`src/mul_params.svh`:
```
`ifndef MUL_PARAMS_SVH
`define MUL_PARAMS_SVH

////////////////////////////////////////////////////////////
// datapath geometry
////////////////////////////////////////////////////////////

`define MUL_XLEN 32
// must divide MUL_XLEN evenly
`define MUL_STAGES 4
`define MUL_SLICE (`MUL_XLEN / `MUL_STAGES)

////////////////////////////////////////////////////////////
// RV32M encodings, R-type
////////////////////////////////////////////////////////////

`define RV_OP_REG 7'b0110011
`define RV_F7_MULDIV 7'b0000001
`define RV_F3_MUL 3'b000
`define RV_F3_MULH 3'b001
`define RV_F3_MULHSU 3'b010
`define RV_F3_MULHU 3'b011

`endif

```
`src/mul_pkg.sv`:
```
`include "mul_params.svh"

package mul_pkg;

    // request from the issuing stage
    typedef struct packed {
        logic [31:0]           instr;
        logic [`MUL_XLEN-1:0]  rs1_data;
        logic [`MUL_XLEN-1:0]  rs2_data;
    } md_req_t;

    // response back to writeback
    typedef struct packed {
        logic [4:0]            rd;
        logic [`MUL_XLEN-1:0]  result;
        logic                  illegal;
    } md_rsp_t;

    typedef struct packed {
        logic [`MUL_XLEN-1:0]  hi;
        logic [`MUL_XLEN-1:0]  lo;
    } md_words_t;

    // 64-bit product, whole accumulator or split words
    typedef union packed {
        logic [2*`MUL_XLEN-1:0] full;
        md_words_t              word;
    } md_product_u;

    // one slot of the multiply pipeline
    typedef struct packed {
        logic                  valid;
        logic [4:0]            rd;
        logic                  sel_hi;
        // result needs two's complement at the end
        logic                  negate;
        logic                  illegal;
        logic [`MUL_XLEN-1:0]  mcand;
        logic [`MUL_XLEN-1:0]  mplier;
        md_product_u           acc;
    } md_item_t;

endpackage

```
`src/mul_decode_feed.sv`:
```
`timescale 1ns/1ns
`include "mul_params.svh"

module mul_decode_feed
    import mul_pkg::*;
(
    input  logic     clk,
    input  logic     arst_n_i,
    input  logic     adv_i,
    input  logic     req_valid_i,
    input  md_req_t  req_i,
    output md_item_t item_o
);

    logic [6:0]           opcode;
    logic [6:0]           funct7;
    logic [2:0]           funct3;
    logic                 a_signed;
    logic                 b_signed;
    logic                 sel_hi;
    logic                 illegal;
    logic                 a_neg;
    logic                 b_neg;
    logic [`MUL_XLEN-1:0] a_mag;
    logic [`MUL_XLEN-1:0] b_mag;
    md_item_t             item_d;
    md_item_t             data_q;
    logic                 valid_q;

    assign opcode = req_i.instr[6:0];
    assign funct3 = req_i.instr[14:12];
    assign funct7 = req_i.instr[31:25];

    ////////////////////////////////////////////////////////////
    // instruction decode
    ////////////////////////////////////////////////////////////

    always_comb begin
        a_signed = 1'b0;
        b_signed = 1'b0;
        sel_hi   = 1'b0;
        illegal  = 1'b0;
        if (opcode != `RV_OP_REG || funct7 != `RV_F7_MULDIV) begin
            illegal = 1'b1;
        end else begin
            case (funct3)
                // low word is the same for any signedness
                `RV_F3_MUL: ;
                `RV_F3_MULH: begin
                    sel_hi   = 1'b1;
                    a_signed = 1'b1;
                    b_signed = 1'b1;
                end
                `RV_F3_MULHSU: begin
                    sel_hi   = 1'b1;
                    a_signed = 1'b1;
                end
                `RV_F3_MULHU: sel_hi = 1'b1;
                // div and rem land here too
                default: illegal = 1'b1;
            endcase
        end
    end

    // signed operands become magnitudes, sign kept aside
    assign a_neg = a_signed & req_i.rs1_data[`MUL_XLEN-1];
    assign b_neg = b_signed & req_i.rs2_data[`MUL_XLEN-1];
    assign a_mag = a_neg ? -req_i.rs1_data : req_i.rs1_data;
    assign b_mag = b_neg ? -req_i.rs2_data : req_i.rs2_data;

    always_comb begin
        item_d          = '0;
        item_d.valid    = req_valid_i;
        item_d.rd       = req_i.instr[11:7];
        item_d.sel_hi   = sel_hi;
        item_d.negate   = a_neg ^ b_neg;
        item_d.illegal  = illegal;
        item_d.mcand    = a_mag;
        item_d.mplier   = b_mag;
        item_d.acc.full = '0;
    end

    always_ff @(posedge clk or negedge arst_n_i) begin
        if (!arst_n_i) begin
            valid_q <= 1'b0;
        end else if (adv_i) begin
            valid_q <= req_valid_i;
        end
    end

    always_ff @(posedge clk) begin
        if (adv_i) begin
            data_q <= item_d;
        end
    end

    always_comb begin
        item_o       = data_q;
        item_o.valid = valid_q;
    end

endmodule

```
`src/mul_partial_stage.sv`:
```
`timescale 1ns/1ns
`include "mul_params.svh"

module mul_partial_stage
    import mul_pkg::*;
#(
    parameter int STAGE_IDX = 0
) (
    input  logic     clk,
    input  logic     arst_n_i,
    input  logic     adv_i,
    input  md_item_t item_i,
    output md_item_t item_o
);

    // first multiplier bit owned by this stage
    localparam int BASE = STAGE_IDX * `MUL_SLICE;

    logic [2*`MUL_XLEN-1:0] sum;
    md_item_t               item_d;
    md_item_t               data_q;
    logic                   valid_q;

    ////////////////////////////////////////////////////////////
    // shift-and-add over this slice
    ////////////////////////////////////////////////////////////

    always_comb begin
        sum = item_i.acc.full;
        for (int b = 0; b < `MUL_SLICE; b++) begin
            if (item_i.mplier[BASE + b]) begin
                sum = sum + ({{`MUL_XLEN{1'b0}}, item_i.mcand} << (BASE + b));
            end
        end
        item_d = item_i;
        // illegal items keep their zero accumulator
        if (!item_i.illegal) begin
            item_d.acc.full = sum;
        end
    end

    always_ff @(posedge clk or negedge arst_n_i) begin
        if (!arst_n_i) begin
            valid_q <= 1'b0;
        end else if (adv_i) begin
            valid_q <= item_i.valid;
        end
    end

    always_ff @(posedge clk) begin
        if (adv_i) begin
            data_q <= item_d;
        end
    end

    always_comb begin
        item_o       = data_q;
        item_o.valid = valid_q;
    end

endmodule

```
`src/mul_result_drain.sv`:
```
`timescale 1ns/1ns
`include "mul_params.svh"

module mul_result_drain
    import mul_pkg::*;
(
    input  logic     clk,
    input  logic     arst_n_i,
    input  md_item_t item_i,
    input  logic     rsp_ready_i,
    output logic     adv_o,
    output logic     rsp_valid_o,
    output md_rsp_t  rsp_o
);

    md_product_u          prod;
    logic [`MUL_XLEN-1:0] word;
    md_rsp_t              rsp_d;
    logic                 valid_q;
    md_rsp_t              rsp_q;

    ////////////////////////////////////////////////////////////
    // sign fix-up and word select
    ////////////////////////////////////////////////////////////

    always_comb begin
        prod.full = item_i.negate ? -item_i.acc.full : item_i.acc.full;
        if (item_i.illegal) begin
            word = '0;
        end else if (item_i.sel_hi) begin
            word = prod.word.hi;
        end else begin
            word = prod.word.lo;
        end
        rsp_d.rd      = item_i.rd;
        rsp_d.result  = word;
        rsp_d.illegal = item_i.illegal;
    end

    // whole pipe moves only when the output slot frees up
    assign adv_o = !valid_q || rsp_ready_i;

    always_ff @(posedge clk or negedge arst_n_i) begin
        if (!arst_n_i) begin
            valid_q <= 1'b0;
        end else if (adv_o) begin
            valid_q <= item_i.valid;
        end
    end

    always_ff @(posedge clk) begin
        if (adv_o) begin
            rsp_q <= rsp_d;
        end
    end

    assign rsp_valid_o = valid_q;
    assign rsp_o       = rsp_q;

endmodule

```
`src/mul_pipe_top.sv`:
```
`timescale 1ns/1ns
`include "mul_params.svh"

module mul_pipe_top
    import mul_pkg::*;
(
    input  logic    clk,
    input  logic    arst_n_i,
    input  logic    req_valid_i,
    input  md_req_t req_i,
    output logic    req_ready_o,
    input  logic    rsp_ready_i,
    output logic    rsp_valid_o,
    output md_rsp_t rsp_o
);

    // items[0] from the feed, items[MUL_STAGES] into the drain
    md_item_t items [0:`MUL_STAGES];
    logic     adv;

    ////////////////////////////////////////////////////////////
    // front end
    ////////////////////////////////////////////////////////////

    mul_decode_feed u_feed (
        .clk         (clk),
        .arst_n_i    (arst_n_i),
        .adv_i       (adv),
        .req_valid_i (req_valid_i),
        .req_i       (req_i),
        .item_o      (items[0])
    );

    // partial product chain
    for (genvar i = 0; i < `MUL_STAGES; i++) begin : g_stage
        mul_partial_stage #(
            .STAGE_IDX (i)
        ) u_stage (
            .clk      (clk),
            .arst_n_i (arst_n_i),
            .adv_i    (adv),
            .item_i   (items[i]),
            .item_o   (items[i+1])
        );
    end

    mul_result_drain u_drain (
        .clk         (clk),
        .arst_n_i    (arst_n_i),
        .item_i      (items[`MUL_STAGES]),
        .rsp_ready_i (rsp_ready_i),
        .adv_o       (adv),
        .rsp_valid_o (rsp_valid_o),
        .rsp_o       (rsp_o)
    );

    assign req_ready_o = adv;

endmodule

```
`config.mk`:
```
export PLATFORM = sky130hd
export DESIGN_NAME = mul_pipe_top
export DESIGN_NICKNAME = d
export VERILOG_FILES = /design/src/mul_pkg.sv /design/src/mul_decode_feed.sv /design/src/mul_partial_stage.sv /design/src/mul_result_drain.sv /design/src/mul_pipe_top.sv
export VERILOG_INCLUDE_DIRS = /design/src
export SDC_FILE = /design/constraint.sdc
export NUM_CORES = 2
export LEC_CHECK = 0
export BUFFER_PORTS_ARGS = -buffer_cell sky130_fd_sc_hd__clkbuf_2
export CORE_ASPECT_RATIO = 1.75
export CORE_MARGIN = 3
export CORE_UTILIZATION = 37
export CTS_BUF_LIST = sky130_fd_sc_hd__clkbuf_4 sky130_fd_sc_hd__clkbuf_8
export DETAILED_ROUTE_END_ITERATION = 8
export HOLD_SLACK_MARGIN = 0.12
export SYNTH_ARGS = -nofsm -noshare
export SYNTH_HDL_FRONTEND = slang
export SYNTH_SLANG_ARGS = --single-unit
```
`constraint.sdc`:
```
create_clock -name clk -period 48.2 [get_ports clk]
set_input_delay 2.41 -clock clk [delete_from_list [all_inputs] [get_ports clk]]
set_output_delay 2.41 -clock clk [all_outputs]
set_load 0.05 [all_outputs]
```
# Word-level counts from Yosys, hierarchy flattened
# Index checks and enable logic that the tools add are counted.
# W data, S select, Z words.
dict set report word_totals {
  register_bits 596
  inputBits 100
  elab_cells 135
}
dict set report classes {
  n_addsub 34
  eq_ne 5
  n_mux 45
  n_bitwise 3
  n_reduce_logical 7
}
# op n
set op_table {}
lappend op_table {{$mux W64} 35}
lappend op_table {{$mux W32} 4}
lappend op_table {{$add A64 B33 Y64} 1}
lappend op_table {{$add A64 B34 Y64} 1}
lappend op_table {{$add A64 B35 Y64} 1}
lappend op_table {{$add A64 B36 Y64} 1}
lappend op_table {{$add A64 B37 Y64} 1}
lappend op_table {{$add A64 B38 Y64} 1}
lappend op_table {{$add A64 B39 Y64} 1}
lappend op_table {{$add A64 B40 Y64} 1}
lappend op_table {{$add A64 B41 Y64} 1}
lappend op_table {{$add A64 B42 Y64} 1}
lappend op_table {{$add A64 B43 Y64} 1}
lappend op_table {{$add A64 B44 Y64} 1}
lappend op_table {{$add A64 B45 Y64} 1}
lappend op_table {{$add A64 B46 Y64} 1}
lappend op_table {{$add A64 B47 Y64} 1}
lappend op_table {{$add A64 B48 Y64} 1}
lappend op_table {{$add A64 B49 Y64} 1}
lappend op_table {{$add A64 B50 Y64} 1}
lappend op_table {{$add A64 B51 Y64} 1}
lappend op_table {{$add A64 B52 Y64} 1}
lappend op_table {{$add A64 B53 Y64} 1}
lappend op_table {{$add A64 B54 Y64} 1}
lappend op_table {{other kinds (24)} 33}

# Depth between registers and ports, before layout
dict set report logic_depth {
  word_depth 17
  ltp_mapped 80
}

# Modules after synthesis
# From an unflattened synthesis, not the netlist that was laid out.
dict set report unflattened {
  cells_unflattened 12550
  area_unflattened_um2 101756.3
}
# module n_inst cells_each area_per_inst_um2 seq_area_each_um2
set modules_own_cells {}
lappend modules_own_cells {{mul_partial_stage (g_stage[0].u_stage)} 1 3558 27214.9 4108.9}
lappend modules_own_cells {{mul_partial_stage (g_stage[1].u_stage)} 1 3157 24871.4 4108.9}
lappend modules_own_cells {{mul_partial_stage (g_stage[2].u_stage)} 1 2679 21911.0 4108.9}
lappend modules_own_cells {{mul_partial_stage (g_stage[3].u_stage)} 1 2445 20375.8 4108.9}
lappend modules_own_cells {mul_decode_feed 1 363 4151.5 2187.1}
lappend modules_own_cells {mul_result_drain 1 348 3231.8 1166.1}

# Least setup slack after synthesis
# OpenSTA, ideal clock, no wires.
dict set report synth_path {
  kind {input port to output port}
  startpoint {in rsp_ready_i}
  endpoint {out req_ready_o}
  arrival_ps 16382
  path_slack_ps 29408
  stages 2
  path_buffers 1
  path_cell_list {nand2b_1 clkbuf_1}
}
dict set report synth_between {
  elab_chain_len 1
}
# item line
set synth_rtl {}
lappend synth_rtl {{start: declaration} mul_pipe_top.sv:12} ;# input logic rsp_ready_i,
lappend synth_rtl {{$logic_or A1 B1 Y1} mul_result_drain.sv:41} ;# assign adv_o = !valid_q || rsp_ready_i;
lappend synth_rtl {{end: declaration} mul_pipe_top.sv:11} ;# output logic req_ready_o,
# Every way passes these cells.

# Final worst setup path
dict set report layout_path {
  startpoint {reg g_stage[0].u_stage.data_q (netlist bit g_stage[0].u_stage.item_o[97])}
  endpoint {reg g_stage[1].u_stage.data_q (netlist bit g_stage[1].u_stage.item_o[42]) (data pin)}
}
dict set report layout_between {
  elab_chain_len 17
}
# item line
set layout_rtl {}
lappend layout_rtl {{start: declaration} mul_partial_stage.sv:21} ;# md_item_t data_q;
lappend layout_rtl {{start signal: assignment} mul_partial_stage.sv:52} ;# data_q <= item_d;
lappend layout_rtl {{$add A64 B40 Y64} mul_partial_stage.sv:32} ;# sum = sum + ({{`MUL_XLEN{1'b0}}, item_i.mcand} << (BASE + b));
lappend layout_rtl {{$mux W64} mul_partial_stage.sv:31} ;# if (item_i.mplier[BASE + b]) begin
lappend layout_rtl {{$add A64 B41 Y64} mul_partial_stage.sv:32}
lappend layout_rtl {{$mux W64} mul_partial_stage.sv:31}
lappend layout_rtl {{$add A64 B42 Y64} mul_partial_stage.sv:32}
lappend layout_rtl {{$mux W64} mul_partial_stage.sv:31}
lappend layout_rtl {{$add A64 B43 Y64} mul_partial_stage.sv:32}
lappend layout_rtl {{$mux W64} mul_partial_stage.sv:31}
lappend layout_rtl {{$add A64 B44 Y64} mul_partial_stage.sv:32}
lappend layout_rtl {{$mux W64} mul_partial_stage.sv:31}
lappend layout_rtl {{$add A64 B45 Y64} mul_partial_stage.sv:32}
lappend layout_rtl {{$mux W64} mul_partial_stage.sv:31}
lappend layout_rtl {{$add A64 B46 Y64} mul_partial_stage.sv:32}
lappend layout_rtl {{$mux W64} mul_partial_stage.sv:31}
lappend layout_rtl {{$add A64 B47 Y64} mul_partial_stage.sv:32}
lappend layout_rtl {{$mux W64 (*)} mul_partial_stage.sv:31}
lappend layout_rtl {{$mux W64 (*)} mul_partial_stage.sv:37} ;# if (!item_i.illegal) begin
lappend layout_rtl {{end signal: assignment} mul_partial_stage.sv:52}
lappend layout_rtl {{end: declaration} mul_partial_stage.sv:21}
# Mark *: on every way between the ends. The rest lies on a longest branch, timed or not.
# A chain may end at the register's enable or synchronous reset.

==> results.py <==
metrics = {
    "run_status": {
        "outcome": "finished clean",
    },
    "critical_path": {
        "crit_fanout": 11,
        "required_ps": 48700,
        "crit_top_cell": "nand2_1",
        "critical_path_arrival_ps": 19940,
        "cp_slowest_cell": "a21boi_0",
        "critPathBufInv": 1,
        "startpoint_type": "flip-flop",
        "cpPeakStageDelay_ps": 1060,
        "cp-end-kind": "flip-flop",
        "crit_family": "compound AO/OA/AOI/OAI gates",
        "timing.rr.start": "g_stage[0].u_stage.item_o[97]",
        "critical_path.startpoint": "g_stage[0].u_stage.item_o[97]",
        "crit_type": "reg2reg",
    },
    "route": {
        "avgViaCountPerCell": 6.156,
        "met3WireLength_um": 10320,
        "wl_um": 334900,
        "postRouteAntennaNets": 0,
        "met1_length_um": 98000,
        "routed-wl-met2_um": 176900,
        "drc": 0,
        "vias": 80960,
        "wire_per_inst_um": 25.46,
        "drtIter0Drc": 3900,
        "top_layer": "met4",
        "drt_pass1_iterations": 6,
    },
    "timing": {
        "post-route-min-period_ps": 19440,
        "tightest_slew_ps": 1358,
        "relSlewSlack_pct": 8.623,
        "rsz0062_at_grt": "false",
        "hold_viol_final": 0,
        "maxSlewViolCount": 0,
        "setup_viol": 0,
        "timing.fmax_mhz": 51.43,
        "final.setup_skew_ps": 83.57,
        "final.setup.tns_ps": 0,
        "fin_crit_sh_pct": 40.34,
    },
    "logic_synthesis": {
        "synth_top_cell_area_share_pct": 18.35,
        "synth.area.top_cells": "edfxtp_1 18%, ha_1 16%, a21oi_1 6.0%, xnor2_1 5.6%, o21ai_0 4.5%",
        "synthCells": 10190,
        "avgSynthCellArea_um2": 7.932,
        "synth.largest_area_cell": "edfxtp_1",
        "synthArstFlopShare_pct": 1.200,
        "synth_flop_cell": "edfxtp_1",
        "synth_edf_count": 494,
        "yosys_warnings": 0,
        "seq_area_frac_synth_pct": 18.54,
        "syn_nets": 11340,
        "yosysUniqueCellTypes": 107,
        "ys_ff_latch": 500,
        "syn_area_um2": 80820,
    },
    "final_layout": {
        "register_area_um2": 14980,
        "num-fill-cells": 22210,
        "drive_above_1_share_pct": 7.588,
        "final_cell_mix": "1018 x ha_1, 970 x a21oi_1, 928 x nand2_1",
        "final_common_cell": "ha_1",
        "multiInputGateArea_um2": 63130,
        "finalNetCount": 11380,
        "syn2layout_area_growth_pct": 7.425,
    },
    "floorplan": {
        "fp.coreArea_um2": 216900,
        "die_area_um2": 224300,
        "die_x_um": 359.3,
        "io_pins": 140,
        "die_h_um": 624.3,
        "num_rows": 226,
        "initial_core_util_pct": 37.26,
    },
    "grt": {
        "grt_pass1_wl_um": 490900,
        "grt_max_degree": 85,
        "grt_util_all_layers_pct": 28.56,
        "antenna_found_initial": 7,
        "grt_overflow": 0,
        "grt_pass1_vias": 83150,
    },
    "job": {
        "drv_cap": 0,
    },
    "clocking": {
        "clk_path_buf_depth": 3,
        "clk_pin_slew_ps": 70,
        "cts_num_sinks": 500,
        "cts_tree": "yes",
        "cts.root.buffer_cell": "clkbuf_8",
        "cts_setup_buffers": 0,
        "hold_buffers": 0,
        "clkLatencyLatePin_ps": 830,
        "h-tree-depth": 3,
        "cts_buffers": 78,
        "cts.repair.resized": 0,
    },
    "hold_path": {
        "hp-start": "g_stage[2].u_stage.item_o[13]",
        "hold_path_class": "reg2reg",
    },
    "place": {
        "io_buffers": 129,
        "gp_congestion": 1.006,
        "post-dp-hpwl_um": 279500,
    },
}
[final cells by class]
class	count	area share, %
diodes	11	0.03170
clock buffers	92	1.358
clock inverters	48	0.7595
inverters	426	1.842
multi-input cells	8961	72.71
flip-flops and latches	500	17.26
well taps	2850	4.107
repair buffers	265	1.934
[worst register-to-register path, delay by kind of cell (launching register included)]
family          cells  cell delay [ps]
fa+ha+maj           8             3140
xor+xnor            6              990
simple gates       19             3060
compound gates     36            10890
mux                 1              290
flops               1              710
buf+inv             1               70
[stage by stage]
stage / util, % / cells / instance area [µm²] / hold WS (ps) / setup slack [ps]
6_report: 40.03 / 13150 / 86820 / 399.5 / 28760
5_1_grt: 40.03 / 13150 / 86810 / 407.0 / 28170
4_1_cts: 40.02 / 13140 / 86790 / 410.1 / 29530
3_5_place_dp: 39.17 / 13000 / 84960 / 404.5 / 29620
3_3_place_gp: 39.17 / 13000 / 84960 / 400.4 / 29830
2_1_floorplan: - / 10190 / 80820 / 400.3 / 29410
[path summary, 6_finish.rpt]
| path | end | slack (ps) | cells past startpoint |
|---|---|---|---|
| min in group asynchronous | u_feed.valid_q | 1410 | 1 |
| max in group asynchronous | g_stage[2].u_stage.valid_q | 46630 | 1 |
| worst min register to register | g_stage[3].u_stage.item_o[13] | 400 | 0 |
| worst max-delay path | g_stage[1].u_stage.item_o[42] | 28760 | 71 |
| worst max register to register | g_stage[1].u_stage.item_o[42] | 28760 | 71 |
| worst min-delay path | g_stage[3].u_stage.item_o[13] | 400 | 0 |
[sequential cells by signal, indices dropped and copies added (netlist names)]
name,cells
u_feed.item_o,72
u_drain.rsp_valid_o,1
g_stage.u_stage.valid_q,4
g_stage.u_stage.item_o,384
u_feed.valid_q,1
u_drain.rsp_o,38
[routing by layer]
layer  up-vias  GRT usage [%]
li1      38550              -
met3      1473          3.188
met2      2292          55.63
met4         0          35.83
met5         -              0
met1     38650          21.79
[cells in the mapped netlist (35+ instances only)]
cell type	instances
nand3_1	203
edfxtp_1	494
ha_1	1018
a211o_1	49
o31a_1	35
buf_1	45
nor3_1	160
mux2i_1	110
xor2_1	319
inv_1	419
and3_1	93
o21bai_1	120
nand2_1	928
nand4_1	72
o22ai_1	52
a21o_1	427
nor2b_1	92
or2_2	54
o21ai_1	40
mux2_2	204
clkbuf_1	256
a221o_1	53
a31oi_1	134
o211ai_1	104
o21ai_0	721
and2_1	89
o31ai_1	109
or3_1	96
nor2_1	853
xnor2_1	520
nand2b_1	178
a211oi_1	195
o21a_1	210
a21oi_1	970
nor4_1	38
[cell families after synthesis]
family,synth area share [%]
flip-flops,18.54
adder cells (fa/ha/maj),16.53
multiplexers,4.316
buffers and inverters,3.383
XOR/XNOR,9.092
AO/OA/AOI/OAI,30.65
AND/OR/NAND/NOR,17.49
Power is not shown: default switching activity piles up to over one toggle a cycle in this logic, so the estimate is an artifact.
